## config.mk

```make
export PLATFORM = sky130hd
export DESIGN_NAME = rv_core
export DESIGN_NICKNAME = d
export VERILOG_FILES = /design/src/verilog/rv_pkg.sv /design/src/verilog/rv_alu.sv /design/src/verilog/rv_apb_master.sv /design/src/verilog/rv_control.sv /design/src/verilog/rv_core.sv /design/src/verilog/rv_decoder.sv /design/src/verilog/rv_regfile.sv
export SDC_FILE = /design/constraint.sdc
export NUM_CORES = 2
export LEC_CHECK = 0
export BUFFER_PORTS_ARGS = -buffer_cell sky130_fd_sc_hd__buf_2
export CAP_MARGIN = 30
export CORE_MARGIN = 2
export CORE_UTILIZATION = 30
export DETAILED_ROUTE_END_ITERATION = 8
export GPL_ROUTABILITY_DRIVEN = 0
export PLACE_DENSITY = 0.44
export SLEW_MARGIN = 20
export SYNTH_ARGS = -nofsm -noshare
export SYNTH_HDL_FRONTEND = slang
export SYNTH_HIERARCHICAL = 1
export SYNTH_SLANG_ARGS = --single-unit
```

## constraint.sdc

```tcl
create_clock -name clock -period 27.3 [get_ports clock]
set_input_delay 1.365 -clock clock [delete_from_list [all_inputs] [get_ports clock]]
set_output_delay 1.365 -clock clock [all_outputs]
set_load 0.01 [all_outputs]
```

## src/verilog/rv_pkg.sv

```systemverilog
`default_nettype none

package rv_pkg;

    localparam int xlen = 32;                   // Data and address width
    localparam int reg_count = 32;              // Architectural registers
    localparam logic [xlen-1:0] reset_pc = '0;  // First fetch address

    localparam logic [6:0] op_reg    = 7'b0110011;
    localparam logic [6:0] op_imm    = 7'b0010011;
    localparam logic [6:0] op_load   = 7'b0000011;
    localparam logic [6:0] op_store  = 7'b0100011;
    localparam logic [6:0] op_branch = 7'b1100011;
    localparam logic [6:0] op_jalr   = 7'b1100111;
    localparam logic [6:0] op_jal    = 7'b1101111;
    localparam logic [6:0] op_lui    = 7'b0110111;
    localparam logic [6:0] op_system = 7'b1110011;  // ebreak only

    localparam logic [2:0] f3_add_sub = 3'b000;
    localparam logic [2:0] f3_sll     = 3'b001;
    localparam logic [2:0] f3_slt     = 3'b010;
    localparam logic [2:0] f3_srl_sra = 3'b101;
    localparam logic [2:0] f3_and     = 3'b111;
    localparam logic [2:0] f3_beq     = 3'b000;
    localparam logic [2:0] f3_bne     = 3'b001;
    localparam logic [2:0] f3_blt     = 3'b100;
    localparam logic [2:0] f3_bge     = 3'b101;
    localparam logic [2:0] f3_word    = 3'b010;  // lw and sw width

    typedef enum logic [2:0] {
        alu_add, alu_sub, alu_and, alu_sll, alu_srl, alu_sra, alu_slt
    } alu_op_e;
    typedef enum logic {src_a_rs1, src_a_pc} src_a_e;
    typedef enum logic {src_b_rs2, src_b_imm} src_b_e;
    typedef enum logic [1:0] {wb_alu, wb_load, wb_pc4} wb_sel_e;
    typedef enum logic [2:0] {
        kind_alu, kind_load, kind_store, kind_branch, kind_jal, kind_jalr, kind_halt, kind_none
    } kind_e;

    typedef struct packed {
        logic [6:0] funct7;
        logic [4:0] rs2;
        logic [4:0] rs1;
        logic [2:0] funct3;
        logic [4:0] rd;
        logic [6:0] opcode;
    } r_fmt_t;
    typedef struct packed {
        logic [11:0] imm;
        logic [4:0]  rs1;
        logic [2:0]  funct3;
        logic [4:0]  rd;
        logic [6:0]  opcode;
    } i_fmt_t;
    typedef struct packed {
        logic [6:0] imm_hi;     // Offset bits 11 to 5
        logic [4:0] rs2;
        logic [4:0] rs1;
        logic [2:0] funct3;
        logic [4:0] imm_lo;
        logic [6:0] opcode;
    } s_fmt_t;
    typedef struct packed {
        logic       imm12;      // Sign bit
        logic [5:0] imm10_5;
        logic [4:0] rs2;
        logic [4:0] rs1;
        logic [2:0] funct3;
        logic [3:0] imm4_1;
        logic       imm11;
        logic [6:0] opcode;
    } b_fmt_t;
    typedef struct packed {
        logic [19:0] imm;
        logic [4:0]  rd;
        logic [6:0]  opcode;
    } u_fmt_t;
    typedef struct packed {
        logic       imm20;      // Sign bit
        logic [9:0] imm10_1;
        logic       imm11;
        logic [7:0] imm19_12;
        logic [4:0] rd;
        logic [6:0] opcode;
    } j_fmt_t;

    typedef union packed {  // One fetched word read per opcode
        r_fmt_t r;
        i_fmt_t i;
        s_fmt_t s;
        b_fmt_t b;
        u_fmt_t u;
        j_fmt_t j;
    } instr_u;

    typedef struct packed {
        kind_e      kind;       // Instruction class for control
        alu_op_e    alu_op;
        src_a_e     src_a;
        src_b_e     src_b;
        wb_sel_e    wb_sel;     // Writeback source
        logic       reg_write;
        logic [2:0] funct3;     // Branch condition
    } ctrl_t;

    typedef struct packed {
        logic            valid;
        logic            write;
        logic [xlen-1:0] addr;
        logic [xlen-1:0] wdata;
    } mem_req_t;
    typedef struct packed {
        logic            done;
        logic [xlen-1:0] rdata;
    } mem_rsp_t;
    typedef struct packed {
        logic            psel;
        logic            penable;
        logic            pwrite;
        logic [xlen-1:0] paddr;
        logic [xlen-1:0] pwdata;
    } apb_req_t;
    typedef struct packed {
        logic [xlen-1:0] prdata;
        logic            pready;
    } apb_rsp_t;

endpackage

`default_nettype wire

```

## src/verilog/rv_alu.sv

```systemverilog
`timescale 1ns/1ps
`default_nettype none

module rv_alu import rv_pkg::*; (
    input  alu_op_e         alu_op,
    input  logic [xlen-1:0] operand_a,
    input  logic [xlen-1:0] operand_b,
    output logic [xlen-1:0] result,
    output logic            eq,
    output logic            lt
);

    logic [4:0] shamt;   // Shift amount from operand b

    assign shamt = operand_b[4:0];
    assign eq    = operand_a == operand_b;
    assign lt    = $signed(operand_a) < $signed(operand_b);  // Signed compare

    always_comb begin
        case (alu_op)
            alu_add: result = operand_a + operand_b;
            alu_sub: result = operand_a - operand_b;
            alu_and: result = operand_a & operand_b;
            alu_sll: result = operand_a << shamt;
            alu_srl: result = operand_a >> shamt;
            alu_sra: result = $unsigned($signed(operand_a) >>> shamt);  // Sign fill
            alu_slt: result = {{(xlen-1){1'b0}}, lt};
            default: result = operand_a + operand_b;
        endcase
    end

endmodule

`default_nettype wire

```

## src/verilog/rv_apb_master.sv

```systemverilog
`timescale 1ns/1ps
`default_nettype none

module rv_apb_master import rv_pkg::*; (
    input  logic     clock,
    input  logic     reset,
    input  mem_req_t mem_req,
    output mem_rsp_t mem_rsp,
    output apb_req_t apb_req,
    input  apb_rsp_t apb_rsp
);

    typedef enum logic [1:0] {st_idle, st_setup, st_access} apb_state_e;

    apb_state_e      state_q;
    apb_state_e      phase;     // Bus phase of this cycle
    logic            write_q;
    logic [xlen-1:0] addr_q;
    logic [xlen-1:0] wdata_q;

    // A request seen while idle is its own setup cycle
    assign phase = (state_q == st_idle && mem_req.valid) ? st_setup : state_q;

    always_ff @(posedge clock or posedge reset) begin
        if (reset) begin
            state_q <= st_idle;
        end else begin
            case (phase)
                st_setup:  state_q <= st_access;
                st_access: state_q <= apb_rsp.pready ? st_idle : st_access;  // Wait states
                default:   state_q <= st_idle;
            endcase
        end
    end

    always_ff @(posedge clock) begin
        if (phase == st_setup) begin
            write_q <= mem_req.write;  // Held for the access phase
            addr_q  <= mem_req.addr;
            wdata_q <= mem_req.wdata;
        end
    end

    always_comb begin
        apb_req.psel    = phase != st_idle;
        apb_req.penable = phase == st_access;
        apb_req.pwrite  = (phase == st_setup) ? mem_req.write : write_q;
        apb_req.paddr   = (phase == st_setup) ? mem_req.addr : addr_q;
        apb_req.pwdata  = (phase == st_setup) ? mem_req.wdata : wdata_q;
        mem_rsp.done    = phase == st_access && apb_rsp.pready;  // One cycle pulse
        mem_rsp.rdata   = apb_rsp.prdata;
    end

endmodule

`default_nettype wire

```

## src/verilog/rv_control.sv

```systemverilog
`timescale 1ns/1ps
`default_nettype none

module rv_control import rv_pkg::*; (
    input  logic            clock,
    input  logic            reset,
    input  ctrl_t           ctrl,
    input  logic [xlen-1:0] imm,
    input  logic [xlen-1:0] alu_result,
    input  logic            alu_eq,
    input  logic            alu_lt,
    input  logic [xlen-1:0] rs1_data,
    input  logic [xlen-1:0] rs2_data,
    input  mem_rsp_t        mem_rsp,
    output instr_u          instr,
    output logic [xlen-1:0] operand_a,
    output logic [xlen-1:0] operand_b,
    output logic            rd_write,
    output logic [4:0]      rd_addr,
    output logic [xlen-1:0] rd_data,
    output mem_req_t        mem_req,
    output logic            halted
);

    typedef enum logic [2:0] {st_fetch, st_decode, st_execute, st_memory, st_halt} state_e;

    state_e          state_q;
    state_e          state_d;
    logic [xlen-1:0] pc_q;
    logic [xlen-1:0] pc_d;
    logic [xlen-1:0] pc_plus4;
    logic [xlen-1:0] pc_target;   // Branch destination
    logic [xlen-1:0] rs1_q;
    logic [xlen-1:0] rs2_q;
    logic            taken;

    assign pc_plus4  = pc_q + xlen'(4);
    assign pc_target = pc_q + imm;
    assign operand_a = (ctrl.src_a == src_a_pc) ? pc_q : rs1_q;
    assign operand_b = (ctrl.src_b == src_b_imm) ? imm : rs2_q;
    assign halted    = state_q == st_halt;  // Held until reset
    assign rd_addr   = instr.r.rd;

    always_comb begin
        case (ctrl.funct3)
            f3_beq:  taken = alu_eq;
            f3_bne:  taken = !alu_eq;
            f3_blt:  taken = alu_lt;
            f3_bge:  taken = !alu_lt;
            default: taken = 1'b0;
        endcase
    end

    always_comb begin
        state_d = state_q;
        pc_d    = pc_q;
        case (state_q)
            st_fetch: begin
                if (mem_rsp.done) begin
                    state_d = st_decode;
                end
            end
            st_decode: state_d = st_execute;   // Operands latch here
            st_execute: begin
                state_d = st_fetch;
                case (ctrl.kind)
                    kind_load, kind_store: state_d = st_memory;
                    kind_halt:             state_d = st_halt;
                    kind_branch:           pc_d = taken ? pc_target : pc_plus4;
                    kind_jal, kind_jalr:   pc_d = {alu_result[xlen-1:1], 1'b0};
                    default:               pc_d = pc_plus4;  // ALU ops and unknown
                endcase
            end
            st_memory: begin
                if (mem_rsp.done) begin
                    state_d = st_fetch;
                    pc_d    = pc_plus4;
                end
            end
            default: state_d = st_halt;
        endcase
    end

    always_ff @(posedge clock or posedge reset) begin
        if (reset) begin
            state_q <= st_fetch;
            pc_q    <= reset_pc;
            mem_req <= '0;
        end else begin
            state_q       <= state_d;
            pc_q          <= pc_d;
            mem_req.valid <= state_d == st_fetch || state_d == st_memory;  // Held through waits
            mem_req.write <= state_d == st_memory && ctrl.kind == kind_store;
            mem_req.addr  <= (state_d == st_memory) ? alu_result : pc_d;
            mem_req.wdata <= rs2_q;
        end
    end

    always_ff @(posedge clock) begin
        if (state_q == st_fetch && mem_rsp.done) begin
            instr <= mem_rsp.rdata;
        end
        if (state_q == st_decode) begin
            // lui has immediate bits in the rs1 field, so operand a is forced to zero
            rs1_q <= (instr.u.opcode == op_lui) ? '0 : rs1_data;
            rs2_q <= rs2_data;
        end
    end

    always_comb begin
        case (ctrl.wb_sel)
            wb_load: rd_data = mem_rsp.rdata;
            wb_pc4:  rd_data = pc_plus4;       // Link value
            default: rd_data = alu_result;
        endcase
        rd_write = ctrl.reg_write && (instr.r.rd != '0)
                 && ((state_q == st_execute && ctrl.kind != kind_load)
                     || (state_q == st_memory && mem_rsp.done));
    end

endmodule

`default_nettype wire

```

## src/verilog/rv_core.sv

```systemverilog
`timescale 1ns/1ps
`default_nettype none

module rv_core import rv_pkg::*; (
    input  logic     clock,
    input  logic     reset,
    input  apb_rsp_t apb_rsp,
    output apb_req_t apb_req,
    output logic     halted
);

    instr_u          instr;       // Instruction register
    ctrl_t           ctrl;        // Decoded control word
    logic [xlen-1:0] imm;
    logic [xlen-1:0] operand_a;
    logic [xlen-1:0] operand_b;
    logic [xlen-1:0] alu_result;
    logic            alu_eq;
    logic            alu_lt;
    logic [xlen-1:0] rs1_data;
    logic [xlen-1:0] rs2_data;
    logic            rd_write;
    logic [4:0]      rd_addr;
    logic [xlen-1:0] rd_data;
    mem_req_t        mem_req;     // Control to bus unit
    mem_rsp_t        mem_rsp;

    rv_control control_i (
        .clock(clock), .reset(reset), .ctrl(ctrl), .imm(imm),
        .alu_result(alu_result), .alu_eq(alu_eq), .alu_lt(alu_lt),
        .rs1_data(rs1_data), .rs2_data(rs2_data), .mem_rsp(mem_rsp),
        .instr(instr), .operand_a(operand_a), .operand_b(operand_b),
        .rd_write(rd_write), .rd_addr(rd_addr), .rd_data(rd_data),
        .mem_req(mem_req), .halted(halted)
    );

    rv_decoder decoder_i (.instr(instr), .ctrl(ctrl), .imm(imm));

    rv_alu alu_i (
        .alu_op(ctrl.alu_op), .operand_a(operand_a), .operand_b(operand_b),
        .result(alu_result), .eq(alu_eq), .lt(alu_lt)
    );

    rv_regfile regfile_i (
        .clock(clock), .reset(reset),
        .rs1_addr(instr.r.rs1), .rs2_addr(instr.r.rs2),  // Read straight from the IR
        .rs1_data(rs1_data), .rs2_data(rs2_data),
        .rd_write(rd_write), .rd_addr(rd_addr), .rd_data(rd_data)
    );

    rv_apb_master apb_master_i (
        .clock(clock), .reset(reset), .mem_req(mem_req), .mem_rsp(mem_rsp),
        .apb_req(apb_req), .apb_rsp(apb_rsp)
    );

endmodule

`default_nettype wire

```

## src/verilog/rv_decoder.sv

```systemverilog
`timescale 1ns/1ps
`default_nettype none

module rv_decoder import rv_pkg::*; (
    input  instr_u          instr,
    output ctrl_t           ctrl,
    output logic [xlen-1:0] imm
);

    always_comb begin
        ctrl = '{kind: kind_none, alu_op: alu_add, src_a: src_a_rs1, src_b: src_b_rs2,
                 wb_sel: wb_alu, reg_write: 1'b0, funct3: instr.r.funct3};
        case (instr.r.opcode)
            op_reg: begin
                ctrl.kind      = kind_alu;
                ctrl.reg_write = 1'b1;
                case (instr.r.funct3)
                    f3_add_sub: ctrl.alu_op = instr.r.funct7[5] ? alu_sub : alu_add;
                    f3_slt:     ctrl.alu_op = alu_slt;
                    f3_and:     ctrl.alu_op = alu_and;
                    default:    ctrl.kind = kind_none;
                endcase
                if (instr.r.funct7 != 7'b0000000
                    && !(instr.r.funct7 == 7'b0100000 && instr.r.funct3 == f3_add_sub)) begin
                    ctrl.kind = kind_none;  // Only sub uses funct7
                end
            end
            op_imm: begin
                ctrl.kind      = kind_alu;
                ctrl.src_b     = src_b_imm;
                ctrl.reg_write = 1'b1;
                case (instr.r.funct3)
                    f3_add_sub: ctrl.alu_op = alu_add;
                    f3_slt:     ctrl.alu_op = alu_slt;
                    f3_sll:     ctrl.alu_op = alu_sll;
                    f3_srl_sra: ctrl.alu_op = instr.r.funct7[5] ? alu_sra : alu_srl;
                    default:    ctrl.kind = kind_none;
                endcase
                if ((instr.r.funct3 == f3_sll && instr.r.funct7 != 7'b0000000)
                    || (instr.r.funct3 == f3_srl_sra && (instr.r.funct7 & 7'b1011111) != '0)) begin
                    ctrl.kind = kind_none;  // Bad shift encoding
                end
            end
            op_lui: begin
                ctrl.kind      = kind_alu;   // Zero plus upper immediate
                ctrl.src_b     = src_b_imm;
                ctrl.reg_write = 1'b1;
            end
            op_load: begin
                if (instr.i.funct3 == f3_word) begin
                    ctrl.kind      = kind_load;
                    ctrl.src_b     = src_b_imm;
                    ctrl.wb_sel    = wb_load;
                    ctrl.reg_write = 1'b1;
                end
            end
            op_store: begin
                if (instr.s.funct3 == f3_word) begin
                    ctrl.kind  = kind_store;
                    ctrl.src_b = src_b_imm;
                end
            end
            op_branch: begin
                if (instr.b.funct3 inside {f3_beq, f3_bne, f3_blt, f3_bge}) begin
                    ctrl.kind   = kind_branch;  // Flags compare rs1 with rs2
                    ctrl.alu_op = alu_sub;
                end
            end
            op_jal: begin
                ctrl.kind      = kind_jal;
                ctrl.src_a     = src_a_pc;
                ctrl.src_b     = src_b_imm;
                ctrl.wb_sel    = wb_pc4;
                ctrl.reg_write = 1'b1;
            end
            op_jalr: begin
                if (instr.i.funct3 == f3_add_sub) begin
                    ctrl.kind      = kind_jalr;
                    ctrl.src_b     = src_b_imm;
                    ctrl.wb_sel    = wb_pc4;
                    ctrl.reg_write = 1'b1;
                end
            end
            op_system: begin
                if (instr.i.imm == 12'd1 && instr.i.rs1 == '0 && instr.i.funct3 == '0
                    && instr.i.rd == '0) begin
                    ctrl.kind = kind_halt;  // ebreak
                end
            end
            default: ctrl.kind = kind_none;
        endcase
        if (ctrl.kind == kind_none) begin
            ctrl.reg_write = 1'b0;  // Unknown words only advance the PC
        end
    end

    always_comb begin
        case (instr.r.opcode)
            op_store:  imm = {{(xlen-12){instr.s.imm_hi[6]}}, instr.s.imm_hi, instr.s.imm_lo};
            op_branch: imm = {{(xlen-12){instr.b.imm12}}, instr.b.imm11, instr.b.imm10_5,
                              instr.b.imm4_1, 1'b0};
            op_lui:    imm = {instr.u.imm, 12'b0};
            op_jal:    imm = {{(xlen-20){instr.j.imm20}}, instr.j.imm19_12, instr.j.imm11,
                              instr.j.imm10_1, 1'b0};
            default:   imm = {{(xlen-12){instr.i.imm[11]}}, instr.i.imm};  // I format
        endcase
    end

endmodule

`default_nettype wire

```

## src/verilog/rv_regfile.sv

```systemverilog
`timescale 1ns/1ps
`default_nettype none

module rv_regfile import rv_pkg::*; (
    input  logic            clock,
    input  logic            reset,
    input  logic [4:0]      rs1_addr,
    input  logic [4:0]      rs2_addr,
    output logic [xlen-1:0] rs1_data,
    output logic [xlen-1:0] rs2_data,
    input  logic            rd_write,
    input  logic [4:0]      rd_addr,
    input  logic [xlen-1:0] rd_data
);

    logic [xlen-1:0] regs [reg_count];

    always_ff @(posedge clock or posedge reset) begin
        if (reset) begin
            for (int k = 0; k < reg_count; k++) begin
                regs[k] <= '0;
            end
        end else if (rd_write && rd_addr != '0) begin
            regs[rd_addr] <= rd_data;  // x0 never written
        end
    end

    assign rs1_data = (rs1_addr == '0) ? '0 : regs[rs1_addr];
    assign rs2_data = (rs2_addr == '0) ? '0 : regs[rs2_addr];

endmodule

`default_nettype wire
```

### Yosys cells after proc, flatten, opt, wreduce, memory -nomap -nowiden

Index checks and enable logic that the tools add are counted.

* bits in latches: 0
* bits in registers: 1288
* output and inout bits: 68
* logic and storage cells: 197
* bits in writable memories: 0
* bits in read-only memories: 0
* memories kept: 0

* equal/unequal tests: 40
* div/mod/pow operators: 0
* reductions and logical operators: 43
* shifts and indexed selects: 3
* add/subtract/negate cells: 4
* multiply operators: 0
* muxes and demuxes: 53
* magnitude comparators: 5
* bitwise logic cells: 4

Operators with widths (count)
* $bwmux 1024: 1
* $mux 32: 12
* $bmux 32 s5: 2
* $pmux 32 s6: 1
* $demux 32 s5: 1
* $pmux 32 s2: 2
* $pmux 31 s4: 1
* $pmux 32 s3: 1
* $add 32x32->32: 2
* $eq 3x3->1 const B: 11
* $add 32x3->32 const B: 1
* $and 32x32->32: 1
* $eq 32x32->1: 1
* $lt 32x32->1: 1
* $shl 32x5->32: 1
* $shr 32x5->32: 1
* $sshr 32x5->32: 1
* $sub 32x32->32: 1
* $eq 7x6->1 const B: 4
* $eq 7x7->1 const B: 4
* $pmux 3 s3: 3
* $pmux 3 s9: 1
* $eq 3x2->1 const B: 8
* $mux 3: 8
* other kinds (33): 82

### Logic depth before layout (Yosys ltp)

* word-level depth: 12
* gate-level depth with buffers: 30
* depth with buffers taken out: 25

### Cells and area by module

The synthesis kept the hierarchy.

By module, submodules not included
* rv_regfile: area each 55085.3 um2, sequential area each 25624.6 um2, times used 1, cells each 3614
* rv_control: area each 11492.3 um2, sequential area each 5410.2 um2, times used 1, cells each 1119
* rv_alu: area each 8592.0 um2, sequential area each 0.0 um2, times used 1, cells each 1188
* rv_apb_master: area each 2566.2 um2, sequential area each 1326.3 um2, times used 1, cells each 177
* rv_decoder: area each 874.6 um2, sequential area each 0.0 um2, times used 1, cells each 139

### Least setup slack after synthesis

Ideal clock, no wire load.

* kind: flip-flop to flip-flop
* from: register control_i/instr[1] in the netlist's numbering
* to: register, netlist name control_i/mem_req[52]
* arrival time: 6175 ps
* setup time: 125 ps
* stages on the path, launching flop included: 30
* data required time: 27175 ps
* setup slack: 21000 ps
* period minus slack after synthesis: 6300 ps
* buffers on the path: 7
* cells stage by stage: edfxtp_1 > and2_1 > nand3_1 > nor3_2 > buf_2 > a211o_1 > clkbuf_1 > buf_1 > mux2_2 > clkinv_1 > buf_1 > buf_1 > ha_1 > buf_2 > a21oi_1 > o21a_1 > o31a_1 > a21o_1 > o21bai_1 > a21oi_1 > xnor2_1 > mux2i_1 > xnor2_1 > nor2b_1 > buf_2 > nor2_1 > a211o_1 > a222oi_1 > o31ai_1 > mux2_2

RTL lines
* start, declared: line rv_control.sv:15 `output instr_u instr,`
* start signal, assigned: line rv_control.sv:101 `instr <= mem_rsp.rdata;`

==> flow_summary.ini <==
[critical_path]
critPathMaxStageDelay_ns = 0.79
worstPathArrival_ns = 9.39
critPathTopFamily = compound AO/OA/AOI/OAI gates
crit_slowest_cell = nor2b_1
worstSetupEndpointType = flop
cp.required_ns = 28.04
crit_top_cell = buf_4
path_class = reg2reg
critPathLaunchType = flop
crit_fanout = 50
path_buf_inv = 4

[route]
wl_met3_um = 22000
drtAntennaViolNets = 0
wl_um = 317000
wl_per_cell_um = 32.7
vias = 57400
dr.pass1.iters = 8
top_layer = met5
routed_via_density = 5.92
drtIter0Drc = 6217
wl_met1_um = 136000
drc_errors = 0
dr_wl_met2_um = 143000

[run]
maxCapViolations = 0

[synthesis]
synth_cell_type_count = 118
ys_warn_count = 6
syn_nets = 6374
syn_area_per_cell_um2 = 12.6
synth_cells = 6237
ys_seq_elements = 1287
syn_area_um2 = 78600
yosysSeqAreaShare_pct = 41.2
async_reset_ff_share_pct = 87.5
synth_ff_type = dfrtp_1
synth_edf_count = 96

[timing]
finalSetupViolCount = 0
fin_hold_ws_ns = 0.393
hold_viol_final = 0
max-slew-margin-rel_pct = 23.5
finalCriticalPeriod_ns = 8.65
drv_slew = 0
clock_skew_ns = 0.0379
period_share_pct = 31.7
tns_ns = 0
rsz0062_at_grt = false
fmax_mhz = 116
tightest_slew_ns = 1.15

[final_layout]
drive_gt1_share_pct = 37.6
layout.nets = 6191
area_growth_pct = 11.2
fill_cells = 25700

[clock_network]
cts_root_buffer = clkbuf_16
cts.htree.levels = 4
cts_setup_buffers = 0
post_cts_resized = 0
path_clk_slew_ns = 0.07
numCtsBuffers = 152
insertion_delay_ns = 0.85
cts.sinks = 1287
tritoncts = built
clock_path_buffers = 3
cts_hold_buf = 0

[die]
row_count = 187
die_h_um = 516
start_util_pct = 30.2
dieArea_um2 = 266000
core_area_um2 = 260000
io_pins = 103
die_w_um = 516

[global_routing]
grt_overflow = 0
grt_pass1_vias = 56900
grt_pass1_wl_um = 448000
gr-usage-all-layers_pct = 23.5
antenna_found_initial = 21
grt_start_max_net_pins = 157

[hold_path]
holdCritPathClass = reg2reg

[placed_design]
port-buffer-count = 102
hpwl_um = 209000

[pwr]
p_per_area_nw_per_um2 = 90.3
pwr-share-seq_pct = 29.8
swShare_pct = 43.6
vdd.ir_drop.worst_uv = 64.9
p_clk_share_pct = 26.4
leakage_nw = 37.7
p_int_w = 0.00445
p_sw_w = 0.00344
combPwrFrac_pct = 43.8

[outcome]
outcome = complete, no violations
==> layout by cell type, fill, tap and decap left out, types with 96 or more instances in the layout <==
cell / count
ha_1: 98
buf_4: 171
buf_2: 111
a22oi_1: 104
nor2b_1: 134
nand2_1: 245
nor2_1: 187
o21ai_1: 97
mux2i_1: 191
dfrtp_1: 1126
a21oi_1: 175
edfxtp_1: 96
mux4_2: 455
clkbuf_16: 152
mux2_2: 1131
o21ai_0: 156
==> through the flow <==
step	setup WS, ns	util, %	std cells	area (µm²)	power (W)
floorplan	11.82	-	6237	78600	0.00439
global placement	18.95	31.4	9363	81800	0.00572
detailed placement	18.92	31.6	9388	82200	0.00575
CTS	18.89	33.5	9669	87300	0.00787
global route	18.31	33.6	9678	87400	0.00820
finish	18.65	33.6	9683	87400	0.00789
==> power groups by stage <==
stage	Combinational, W	Sequential (W)	Clock, W
final	0.00346	0.00235	0.00208
after global routing	0.00363	0.00236	0.00221
after CTS	0.00339	0.00234	0.00214
after detailed placement	0.00338	0.00237	0
after global placement	0.00335	0.00237	0
after floorplan	0.00214	0.00224	0
==> cell families (layout without fill, tap and decap cells) <==
logic type               Yosys count  after routing  synth area share [%]
AND/OR/NAND/NOR                  928            928                  6.00
buffers and inverters            755            699                  5.16
multiplexers                    1916           1916                  34.8
flip-flops                      1287           1287                  41.2
adder cells (fa/ha/maj)          102            102                  1.65
AO/OA/AOI/OAI                   1181           1181                  10.4
XOR/XNOR                          68             68                 0.758
other                              0              6                     0
==> path summary, 6_finish.rpt <==
kind	start	slack [ns]	end	cells past startpoint
worst max-delay path	control_i/instr[13]	18.65	control_i/mem_req[52]	25
worst min-delay path	regfile_i/regs[1000]	0.39	regfile_i/regs[1000]	0
worst max register to register	control_i/instr[13]	18.65	control_i/mem_req[52]	25
worst min register to register	regfile_i/regs[1000]	0.39	regfile_i/regs[1000]	0
max in group asynchronous	reset	22.39	regfile_i/regs[611]	7
min in group asynchronous	reset	0.40	apb_master_i/state_q[1]	2
==> layer usage <==
metal / vias up / global-route usage, %
li1: 23600 / -
met1: 30500 / 32.1
met2: 2641 / 36.6
met3: 626 / 3.55
met4: 4 / 10.5
met5: - / 0
==> registers in the layout (all words and copies together), names as in the netlist, 3 cells and up <==
register	flops
regfile_i/regs	1024
control_i/mem_req	66
apb_master_i/addr_q	32
apb_master_i/wdata_q	32
control_i/instr	32
control_i/pc_q	32
control_i/rs1_q	32
control_i/rs2_q	32
control_i/state_q	3
==> cell usage after synthesis (29+ instances only) <==
library cell     n  area share (%)
clkbuf_1       285             1.4
dfrtp_1       1126              36
a221oi_1        66            0.74
nand3_1         53            0.34
mux2_4          42            0.80
buf_2          160             1.0
mux4_1          49             1.6
a31oi_1         36            0.29
nand2_1        260             1.2
a211oi_1        88            0.84
o2111ai_1       29            0.32
buf_6           62            0.89
mux2i_1        191             2.4
ha_1            99             1.6
xnor2_1         48            0.53
inv_1           97            0.46
mux2_1          46            0.66
edfxtp_1        96             3.7
nand4_1         29            0.23
nor2b_1        137             1.1
dfxtp_1         65             1.7
nor2_1         198            0.95
nor3_1          50            0.32
o21ai_0        180             1.1
mux2_2        1132              16
nand2b_1        32            0.25
a311oi_1        71            0.79
o21ai_1         96            0.61
buf_4          111             1.1
a21oi_1        186             1.2
mux4_2         455              13
a22oi_1        104            0.99
a21o_1          65            0.62
==> final cells by class <==
| cell class | count | area, µm² | area share (%) |
|---|---|---|---|
| clock inverters | 48 | 623 | 0.713 |
| repair buffers | 316 | 2560 | 2.93 |
| flip-flops and latches | 1287 | 32400 | 37.0 |
| clock buffers | 233 | 4450 | 5.09 |
| diodes | 6 | 15.0 | 0.0172 |
| well taps | 3496 | 4370 | 5.00 |
| inverters | 102 | 394 | 0.451 |
| multi-input cells | 4195 | 42700 | 48.8 |
==> worst reg2reg max path: stages, from the launching register on <==
cell and delay, ns:
edfxtp_1 0.63, nor3_1 0.36, nor2_1 0.10, nor3_1 0.46
a211o_1 0.17, buf_4 0.42, mux2_2 0.29, buf_4 0.47
clkinv_1 0.18, buf_4 0.34, ha_1 0.56, a21oi_1 0.18
o21a_1 0.22, o31a_1 0.26, a21o_1 0.26, o21bai_1 0.26
a21oi_1 0.19, xnor2_1 0.40, mux2i_1 0.17, xnor2_1 0.41
nor2b_1 0.79, nor2_1 0.34, a211o_1 0.37, a222oi_1 0.24
o31ai_1 0.16, mux2_2 0.30
Power figures use the tool's default switching activity.
